File: src/logic/exePkg.sv
/*
 * Execute stage control package
 * Field widths, field types and the packed control structs shared by
 * the decode select, the execute and second-stage latches and the
 * strobe decode of the execute stage control block.
 */
`default_nettype none

package exePkg;

  // **************************************************
  // Field widths
  // **************************************************
  // Data cache op bits {load or store, load, store}
  localparam int DCU_OP_W = 3;
  localparam int ADM_CNTL_W = 4;

  // Add/divide/multiply control bit positions
  localparam int ADM_SIGNED_BIT = 2;
  localparam int ADM_MULT_HI_BIT = 3;

  typedef logic [DCU_OP_W-1:0] dcuOpT;
  typedef logic [ADM_CNTL_W-1:0] admCntlT;

  // **************************************************
  // Native decode
  // **************************************************
  typedef struct packed {
    logic load;
    logic store;
    logic update;
    logic forceAlgn;
    logic rpWrEn;
    logic apRdEn;
    logic bpRdEn;
    dcuOpT dcuOp;
    logic priv;
    logic oeCk;
    logic xerCaEn;
    logic multEn;
    logic divEn;
    logic mac;
    logic negMac;
    logic macSat;
    logic addEn;
    logic cmplmntA;
    admCntlT admCntl;
    logic eaCalc;
    // Native side keeps load/store options for an APU op
    logic apuLdSt;
  } plaCtlT;

  // **************************************************
  // APU decode
  // **************************************************
  typedef struct packed {
    logic validOp;
    logic apuOp;
    logic fpuOp;
    logic load;
    logic store;
    logic update;
    logic gprWr;
    logic raEn;
    logic rbEn;
    logic forceAlgn;
    logic priv;
    logic xerOvEn;
    logic xerCaEn;
    logic exeLdDepend;
    logic wbLdDepend;
    logic lwbLdDepend;
  } apuCtlT;

  // **************************************************
  // Execute stage controls
  // **************************************************
  typedef struct packed {
    logic load;
    logic store;
    logic update;
    logic forceAlgn;
    logic rpWrEn;
    logic apRdEn;
    logic bpRdEn;
    dcuOpT dcuOp;
    logic apuValidOp;
    logic apuOp;
    logic fpuOp;
    logic wbLdUse;
    logic priv;
    logic xerOvEn;
    logic xerCaEn;
    logic multEn;
    logic divEn;
    logic macEn;
    logic negMac;
    logic macSat;
    logic addEn;
    logic cmplmntA;
    admCntlT admCntl;
    logic eaCalc;
  } exeCtlT;

  // Second execute stage for multiply and MAC only
  typedef struct packed {
    logic full;
    logic negMac;
    logic multEn;
    logic macEn;
    logic multHiWd;
    logic xerOvEn;
    logic macSat;
    logic signedOp;
    logic macOrMultEn;
  } exe2CtlT;

  // Strobes for the operand and address logic
  typedef struct packed {
    logic eaCalc;
    logic countE1;
    logic apuFpuOp;
    logic apuFpuLoad;
    logic apuFpuLdSt;
    logic apRdEn;
    logic bpRdEn;
  } exeStrbT;

endpackage

`default_nettype wire
File: src/logic/exeStageCtl.sv
/*
 * Execute stage control, top level
 * Decode select feeds the execute latch, which feeds the second stage
 * latch and the strobe decode.
 */
`timescale 1ns/100ps
`default_nettype none

module exeStageCtl
(
  input  wire logic           CB,
  input  wire logic           rst_i,
  input  wire logic           exeAdvance_i,
  input  wire logic           exeFlush_i,
  input  wire logic           exe2Advance_i,
  input  wire logic           exe2Flush_i,
  input  wire logic           oeBit_i,
  input  wire logic           wbHold_i,
  input  wire logic           ltchDA_i,
  input  wire logic           ifbFull_i,
  input  wire exePkg::plaCtlT pla_i,
  input  wire exePkg::apuCtlT apu_i,
  output exePkg::exeCtlT      exeCtl_o,
  output exePkg::exe2CtlT     exe2Ctl_o,
  output exePkg::exeStrbT     exeStrb_o,
  output logic                lwbLdUse_o
);

  exePkg::exeCtlT dcdCtl;
  exePkg::exeCtlT exeCtl;

  assign exeCtl_o = exeCtl;

  // **************************************************
  // Decode side
  // **************************************************
  exeDecodeSelect uDecodeSelect (
    .pla_i      (pla_i),
    .apu_i      (apu_i),
    .oeBit_i    (oeBit_i),
    .wbHold_i   (wbHold_i),
    .exeFlush_i (exeFlush_i),
    .dcdCtl_o   (dcdCtl)
  );

  exeCtlLatch uExeCtlLatch (
    .CB           (CB),
    .rst_i        (rst_i),
    .exeAdvance_i (exeAdvance_i),
    .exeFlush_i   (exeFlush_i),
    .ltchDA_i     (ltchDA_i),
    .apu_i        (apu_i),
    .wbHold_i     (wbHold_i),
    .dcdCtl_i     (dcdCtl),
    .exeCtl_o     (exeCtl),
    .lwbLdUse_o   (lwbLdUse_o)
  );

  // **************************************************
  // Downstream of the execute latch
  // **************************************************
  exe2CtlLatch uExe2CtlLatch (
    .CB            (CB),
    .rst_i         (rst_i),
    .exe2Advance_i (exe2Advance_i),
    .exe2Flush_i   (exe2Flush_i),
    .exeCtl_i      (exeCtl),
    .exe2Ctl_o     (exe2Ctl_o)
  );

  exeStrobeDecode uStrobeDecode (
    .exeCtl_i  (exeCtl),
    .ifbFull_i (ifbFull_i),
    .exeStrb_o (exeStrb_o)
  );

endmodule

`default_nettype wire

File: src/logic/exeStrobeDecode.sv
/*
 * Execute stage strobe decode
 * Derives the effective address and operand read strobes from the
 * latched execute controls. Purely combinational.
 */
`timescale 1ns/100ps
`default_nettype none

module exeStrobeDecode
(
  input  wire exePkg::exeCtlT exeCtl_i,
  input  wire logic           ifbFull_i,
  output exePkg::exeStrbT     exeStrb_o
);

  logic ldOrSt;
  logic apuFpuOp;
  logic eaCalc;

  assign ldOrSt = exeCtl_i.load | exeCtl_i.store;
  assign apuFpuOp = exeCtl_i.apuOp | exeCtl_i.fpuOp;

  // Any load or store needs an EA
  assign eaCalc = exeCtl_i.eaCalc | ldOrSt;

  // **************************************************
  // Address strobes
  // **************************************************
  assign exeStrb_o.eaCalc = eaCalc;

  // E1 counter also runs while the fetch buffer is full
  assign exeStrb_o.countE1 = eaCalc | ifbFull_i;

  // **************************************************
  // APU/FPU classification
  // **************************************************
  assign exeStrb_o.apuFpuOp = apuFpuOp;
  assign exeStrb_o.apuFpuLoad = exeCtl_i.load & apuFpuOp;
  assign exeStrb_o.apuFpuLdSt = ldOrSt & apuFpuOp;

  // APU load/store always reads both operand ports
  assign exeStrb_o.apRdEn = exeCtl_i.apRdEn | (ldOrSt & exeCtl_i.apuOp);
  assign exeStrb_o.bpRdEn = exeCtl_i.bpRdEn | (ldOrSt & exeCtl_i.apuOp);

endmodule

`default_nettype wire

File: src/logic/exe2CtlLatch.sv
/*
 * Second execute stage latch
 * Carries the multiply and MAC controls one stage further and marks
 * the stage full on every unflushed advance.
 */
`timescale 1ns/100ps
`default_nettype none

module exe2CtlLatch
(
  input  wire logic           CB,
  input  wire logic           rst_i,
  input  wire logic           exe2Advance_i,
  input  wire logic           exe2Flush_i,
  input  wire exePkg::exeCtlT exeCtl_i,
  output exePkg::exe2CtlT     exe2Ctl_o
);

  exePkg::exe2CtlT exe2Next;

  always_comb
  begin
    exe2Next.full = 1'b1;
    exe2Next.negMac = exeCtl_i.negMac;
    exe2Next.multEn = exeCtl_i.multEn;
    exe2Next.macEn = exeCtl_i.macEn;
    // High word select and signedness come from the ADM control
    exe2Next.multHiWd = exeCtl_i.admCntl[exePkg::ADM_MULT_HI_BIT];
    exe2Next.xerOvEn = exeCtl_i.xerOvEn;
    exe2Next.macSat = exeCtl_i.macSat;
    exe2Next.signedOp = exeCtl_i.admCntl[exePkg::ADM_SIGNED_BIT];
    exe2Next.macOrMultEn = exeCtl_i.multEn | exeCtl_i.macEn;
  end

  always_ff @(posedge CB)
  begin
    if (rst_i)
      exe2Ctl_o <= '0;
    else if (exe2Advance_i)
    begin
      if (exe2Flush_i)
        exe2Ctl_o <= '0;
      else
        exe2Ctl_o <= exe2Next;
    end
  end

  // Stage only fills on an advance
  exe2FullOnAdvance: assert property (
    @(posedge CB) disable iff (rst_i)
    (!exe2Ctl_o.full && !exe2Advance_i) |=> !exe2Ctl_o.full
  );

endmodule

`default_nettype wire

File: src/logic/exeCtlLatch.sv
/*
 * Execute stage control latch
 * Captures the selected decode when the execute stage advances and
 * keeps the late write-back load-use flag, which drops on the cycle
 * after the data latch strobe sees it set.
 */
`timescale 1ns/100ps
`default_nettype none

module exeCtlLatch
(
  input  wire logic           CB,
  input  wire logic           rst_i,
  input  wire logic           exeAdvance_i,
  input  wire logic           exeFlush_i,
  input  wire logic           ltchDA_i,
  input  wire exePkg::apuCtlT apu_i,
  input  wire logic           wbHold_i,
  input  wire exePkg::exeCtlT dcdCtl_i,
  output exePkg::exeCtlT      exeCtl_o,
  output logic                lwbLdUse_o
);

  logic lwbClear;
  logic lwbLoad;
  logic lwbNext;

  // **************************************************
  // Execute stage register
  // **************************************************
  always_ff @(posedge CB)
  begin
    if (rst_i)
      exeCtl_o <= '0;
    else if (exeAdvance_i)
      exeCtl_o <= dcdCtl_i;
  end

  // **************************************************
  // Late write-back load-use
  // **************************************************
  // Data latch strobe consumes a pending flag
  assign lwbClear = ltchDA_i & lwbLdUse_o;
  assign lwbLoad = exeAdvance_i | lwbClear;

  // Late dependency replaces the WB one while WB stalls
  assign lwbNext = wbHold_i ? (apu_i.lwbLdDepend & ~ltchDA_i) : apu_i.wbLdDepend;

  always_ff @(posedge CB)
  begin
    if (rst_i)
      lwbLdUse_o <= 1'b0;
    else if (lwbLoad)
    begin
      if (exeFlush_i | lwbClear)
        lwbLdUse_o <= 1'b0;
      else
        lwbLdUse_o <= lwbNext;
    end
  end

  // Flag never survives a data latch strobe
  lwbSelfClear: assert property (
    @(posedge CB) disable iff (rst_i)
    (lwbLdUse_o && ltchDA_i) |=> !lwbLdUse_o
  );

  // Nothing leaks out of the stage after reset
  exeCtlResetZero: assert property (
    @(posedge CB)
    rst_i |=> (exeCtl_o == '0)
  );

endmodule

`default_nettype wire

File: src/logic/exeDecodeSelect.sv
/*
 * Execute stage decode select
 * Picks the native or the APU decode for each group of execute controls
 * and masks the whole result to zero under an execute flush.
 */
`timescale 1ns/100ps
`default_nettype none

module exeDecodeSelect
(
  input  wire exePkg::plaCtlT pla_i,
  input  wire exePkg::apuCtlT apu_i,
  input  wire logic           oeBit_i,
  input  wire logic           wbHold_i,
  input  wire logic           exeFlush_i,
  output exePkg::exeCtlT      dcdCtl_o
);

  logic apuLdStPath;
  logic apuLdOrSt;
  logic apuWbLdUse;

  // APU supplies load/store options unless native decode claims them
  assign apuLdStPath = apu_i.validOp & ~pla_i.apuLdSt;
  assign apuLdOrSt = apu_i.load | apu_i.store;

  // Load-use against write-back or its held copy while WB stalls
  assign apuWbLdUse = apu_i.exeLdDepend | (apu_i.wbLdDepend & wbHold_i);

  always_comb
  begin
    dcdCtl_o = '0;
    if (!exeFlush_i)
    begin
      // **************************************************
      // Load/store options
      // **************************************************
      if (apuLdStPath)
      begin
        dcdCtl_o.load = apu_i.load;
        dcdCtl_o.store = apu_i.store;
        dcdCtl_o.update = apu_i.update;
        dcdCtl_o.forceAlgn = apu_i.forceAlgn;
        dcdCtl_o.rpWrEn = apu_i.gprWr;
        dcdCtl_o.apRdEn = apu_i.raEn;
        dcdCtl_o.bpRdEn = apu_i.rbEn;
        dcdCtl_o.dcuOp = {apuLdOrSt, apu_i.load, apu_i.store};
      end
      else
      begin
        dcdCtl_o.load = pla_i.load;
        dcdCtl_o.store = pla_i.store;
        dcdCtl_o.update = pla_i.update;
        dcdCtl_o.forceAlgn = pla_i.forceAlgn;
        dcdCtl_o.rpWrEn = pla_i.rpWrEn;
        dcdCtl_o.apRdEn = pla_i.apRdEn;
        dcdCtl_o.bpRdEn = pla_i.bpRdEn;
        dcdCtl_o.dcuOp = pla_i.dcuOp;
      end

      // Privilege and XER enables
      if (apu_i.validOp)
      begin
        dcdCtl_o.apuValidOp = 1'b1;
        dcdCtl_o.wbLdUse = apuWbLdUse;
        dcdCtl_o.priv = apu_i.priv;
        dcdCtl_o.xerOvEn = apu_i.xerOvEn;
        dcdCtl_o.xerCaEn = apu_i.xerCaEn;
      end
      else
      begin
        dcdCtl_o.priv = pla_i.priv;
        dcdCtl_o.xerOvEn = pla_i.oeCk & oeBit_i;
        dcdCtl_o.xerCaEn = pla_i.xerCaEn;
      end

      dcdCtl_o.apuOp = apu_i.apuOp;
      dcdCtl_o.fpuOp = apu_i.fpuOp;

      // Unit enables always native
      dcdCtl_o.multEn = pla_i.multEn;
      dcdCtl_o.divEn = pla_i.divEn;
      dcdCtl_o.macEn = pla_i.mac;
      dcdCtl_o.negMac = pla_i.negMac;
      dcdCtl_o.macSat = pla_i.macSat;
      dcdCtl_o.addEn = pla_i.addEn;
      dcdCtl_o.cmplmntA = pla_i.cmplmntA;
      dcdCtl_o.admCntl = pla_i.admCntl;
      dcdCtl_o.eaCalc = pla_i.eaCalc;
    end
  end

endmodule

`default_nettype wire

File: config.mk
export PLATFORM = sky130hd
export DESIGN_NAME = exeStageCtl
export DESIGN_NICKNAME = d
export VERILOG_FILES = /design/src/logic/exePkg.sv /design/src/logic/exeStageCtl.sv /design/src/logic/exeStrobeDecode.sv /design/src/logic/exe2CtlLatch.sv /design/src/logic/exeCtlLatch.sv /design/src/logic/exeDecodeSelect.sv
export SDC_FILE = /design/constraint.sdc
export NUM_CORES = 1
export LEC_CHECK = 0
export ABC_AREA = 1
export BUFFER_PORTS_ARGS = -buffer_cell sky130_fd_sc_hd__buf_2
export CORE_ASPECT_RATIO = 1.1
export CORE_MARGIN = 5
export CORE_UTILIZATION = 40
export CTS_CLUSTER_DIAMETER = 50
export DETAILED_ROUTE_END_ITERATION = 10
export MAX_ROUTING_LAYER = met4
export PLACE_DENSITY = 0.74
export SLEW_MARGIN = 40
export SYNTH_ARGS = -nofsm -noshare
export SYNTH_HDL_FRONTEND = slang
export SYNTH_SLANG_ARGS = --single-unit
File: constraint.sdc
create_clock -name CB -period 1.33 [get_ports CB]
set_input_delay 0.0665 -clock CB [delete_from_list [all_inputs] [get_ports CB]]
set_output_delay 0.0665 -clock CB [all_outputs]
set_load 0.01 [all_outputs]
Word level (Yosys, flattened, before mapping) --
Cells that the tools add are included.
Word-level totals: register bits after elaboration 39, input port bits 52, output and inout port bits 46
Operators by class: mux-type cells 8, bitwise operators 21
Operators by type and width (number):
- $mux 29 | 1
- $or 1x1->1 | 11
- $mux 10 | 1
- $mux 9 | 1
- $and 1x1->1 | 8
- $mux 1 | 4
- $mux 3 | 1
- $not 1->1 | 2

Longest topological paths before layout --
depth after elaboration 4, gate-level depth with buffers 6, gate-level depth less buffers 6

Hierarchy --
A second synthesis with hierarchy kept.
Second synthesis, totals: cell total of the unflattened synthesis 284, area, all modules 1893.1 um^2
Modules (own cells, without submodules):
- exeCtlLatch | times used 1, cells each 139, area each 1067.3 um^2, sequential area each 600.6 um^2
- exeDecodeSelect | times used 1, cells each 87, area each 395.4 um^2, sequential area each 0.0 um^2
- exe2CtlLatch | times used 1, cells each 42, area each 350.3 um^2, sequential area each 180.2 um^2
- exeStrobeDecode | times used 1, cells each 16, area each 80.1 um^2, sequential area each 0.0 um^2

Worst setup path after synthesis --
OpenSTA, ideal clock, no wires.
kind register to output, from register uExeCtlLatch.exeCtl_o[28] (netlist name), to output exeStrb_o[5] (netlist name), arrival time 0.843 ns, path slack 0.421 ns, cell stages (with the launch flop) 4, cells stage by stage dfxtp_1 -> nor2_1 -> nand2_1 -> or2_2
RTL lines:
- end, declared | RTL line exeStageCtl.sv:25 | output exePkg::exeStrbT exeStrb_o,

==> impl_metrics.csv <==
group,metric,value,unit
global_route,grt_pass1_vias,1679,
synth,synth_fa_ha_area_share,0,%
routing,routed_wl,4657,um
synth,synth_xor_area_share,0,%
final_layout,design_area,2335,sq um
routing,viasPerCell,4.602,
synth,synth-edff-count,0,
routing,route.detailed.drc,0,
final_layout,layout.area.seq,782.0,sq um
sta,setup-violations-final,0,
pwr,powerDensity,1172,nW/um^2
sta,max_clock_freq,0.7851,GHz
global_route,grt_antenna_before_repair,0,
synth,synth-seq-area-share,45.51,%
pwr,peakVddDrop,0.9614,mV
synth,synth_compound_area_share,14.00,%
clock_tree,cts_root_buffer,"clkbuf_8",
critical_path,cp-end-kind,"output pin",
sta,worst_clock_skew,0.004722,ns
critical_path,cp.required,1.26,ns
critical_path,worstSetupStartpointType,"register",
synth,yosysWarnings,0,
routing,dr.pass1.iters,4,
sta,finalCritPeriodShare,95.77,%
clock_tree,numCtsBuffers,5,
global_route,grt_max_degree,30,
synth,synth_top_family_by_area,"simple AND/OR/NAND/NOR gates",
routing,vias,1813,
worst_hold_path,hold_path.class,"input pin to register",
floorplanning,die_width,72.44,um
clock_tree,cts_sinks,39,
sta,slew_headroom,75.61,%
final_layout,nFillCells,453,
global_route,grt.overflow.total,0,
placed_design,place_area,2193,sq um
final_layout,nets,391,
synth,synth.distinct_cells,22,
clock_tree,cts_hold_buf,0,
synth,synthTopCellsByCount,"nand2_1, dfxtp_1, a21oi_1",
floorplanning,die_h,78.68,um
critical_path,worstPathMaxFanout,5,
final_layout,drive_gt1_share,35.00,%
placed_design,place_hpwl,3541,um
floorplanning,rows,25,
global_route,grt_use_total,17.08,%
synth,ys_seq_elements,39,
sta,rsz0062_at_grt,"false",
synth,synth.area.top_cells,"dfxtp_1, nand2_1, a21oi_1, inv_1, nand3_1",
floorplanning,start_util,40.62,%
final_layout,multiInputGateArea,740.7,sq um
synth,synthArstFlopShare,0,%
floorplanning,dieArea,5700,sq um
clock_tree,cts_tree,"done",
sta,drv_slew,0,
synth,syn_area,1715,sq um
sta,period_minus_slack,1.274,ns
routing,drtAntennaViolNets,0,
placed_design,io_buffers,97,
final_layout,syn2layout_area_growth,36.11,%
synth,avgSynthCellArea,7.030,sq um
sta,hold_viol,0,
synth,synthCells,244,
clock_tree,cts.path.max_buffers,2,
synth,synth_nets,296,
placed_design,place_congestion,0.7820,
synth,synth_flop_cell,"dfxtp_1",
clock_tree,htree_levels,2,
sta,tightest_slew,0.3659,ns
critical_path,cp.arrival,1.21,ns
clock_tree,clkTransAtPathRegs,0.07,ns
run,max-cap-violations,0,
clock_tree,insertion_delay,0.29,ns
final_layout,antenna_cells,0,
critical_path,criticalPathCategory,"register to output pin",
synth,yosysTopAreaCell,"dfxtp_1",
synth,synthSimpleGateAreaFrac,28.74,%
routing,wl_per_cell,11.82,um
synth,yosys-mux-area-fraction,0,%
sta,setup_tns,0,ns
floorplanning,core_area,4223,sq um
synth,synth_top_area_share,45.51,%
outcome,status,"completed",
pwr,total_power,2.735,mW
global_route,grt_pass1_wl,7465,um
floorplanning,boundaryPins,98,
pwr,power_leakage,1.221,nW
routing,drt_iter0_drc,98,
synth,yosysMostFrequentCell,"nand2_1",
==> what timing repair did <==
action                                  4_1_cts  5_1_grt
gates cloned                                  0        0
gates resized for setup                       2        1
buffers inserted                              0        0
endpoints found under the setup margin        1        1
pin swaps                                     0        0
==> worst paths after layout <==
check / start / endpoint / slack, ns / cells past startpoint
worst min-delay path: pla_i[6] / uExeCtlLatch.exeCtl_o[5] / 0.02 / 3
worst max-delay path: uExeCtlLatch.exeCtl_o[28] / exeStrb_o[5] / 0.06 / 4
worst max register to register: uExeCtlLatch.lwbLdUse_o / uExeCtlLatch.lwbLdUse_o / 0.56 / 3
worst min register to register: uExe2CtlLatch.exe2Ctl_o[7] / uExe2CtlLatch.exe2Ctl_o[7] / 0.46 / 2
==> cell type report <==
| type | count | share of cell area [%] |
|---|---|---|
| multi-input cells | 166 | 31.73 |
| repair buffers | 100 | 21.76 |
| inverters | 27 | 4.448 |
| well taps | 54 | 2.894 |
| clock inverters | 2 | 2.572 |
| clock buffers | 6 | 3.108 |
| flip-flops and latches | 39 | 33.49 |
==> placed cells by master (no fill, tap or decap), drive strengths merged <==
cell | Yosys | routed
clkbuf | 2 | 6
o21a | 2 | 2
bufinv | 0 | 2
nor2 | 13 | 13
dfxtp | 39 | 39
nand3 | 15 | 15
o211ai | 1 | 1
nand2 | 92 | 92
or2 | 1 | 1
o21ai | 4 | 4
inv | 27 | 27
buf | 10 | 100
a21oi | 38 | 38
==> worst max-delay path, cell delays in order, from the launching register on <==
cell and delay, ns:
dfxtp_2 0.35, nor2_4 0.11, nand2_1 0.06, or2_2 0.26, buf_2 0.14
==> flip-flops by register name (all words and copies together), names as in the netlist <==
signal                   count
uExe2CtlLatch.exe2Ctl_o      9
uExeCtlLatch.exeCtl_o       29
uExeCtlLatch.lwbLdUse_o      1
==> cells by family after synthesis <==
family          after synthesis
flops                        39
simple gates                121
compound gates               45
buf+inv                      39
==> per-layer routing <==
| metal | up-vias | track usage (%) | routed length (um) |
|---|---|---|---|
| met1 | 800 | 19.81 | 1857 |
| met2 | 64 | 28.14 | 2360 |
| met3 | 4 | 4.353 | 391 |
| met4 | 0 | 6.642 | 48 |
| li1 | 945 | - | - |
| met5 | - | - | 0 |
==> report_power, final <==
| part | switching [mW] | internal [mW] | leakage, nW | total (mW) |
|---|---|---|---|---|
| logic | 0.199 | 0.151 | 0.838 | 0.350 |
| clock network | 0.400 | 0.750 | 0.0654 | 1.15 |
| registers | 0.0270 | 1.21 | 0.318 | 1.24 |
| total | 0.626 | 2.11 | 1.22 | 2.74 |
==> per-stage QoR <==
step	setup slack (ns)	hold WS, ns	util (%)	instances
floorplan	0.4205	0.1576	-	244
global placement	0.3389	0.3004	51.94	386
detailed placement	0.2928	0.3230	51.94	386
CTS	0.01952	0.006341	55.17	394
global route	0.0007802	0.008415	55.29	394
finish	0.05630	0.01954	55.29	394
No activity file was read; power rests on OpenSTA's default activity.
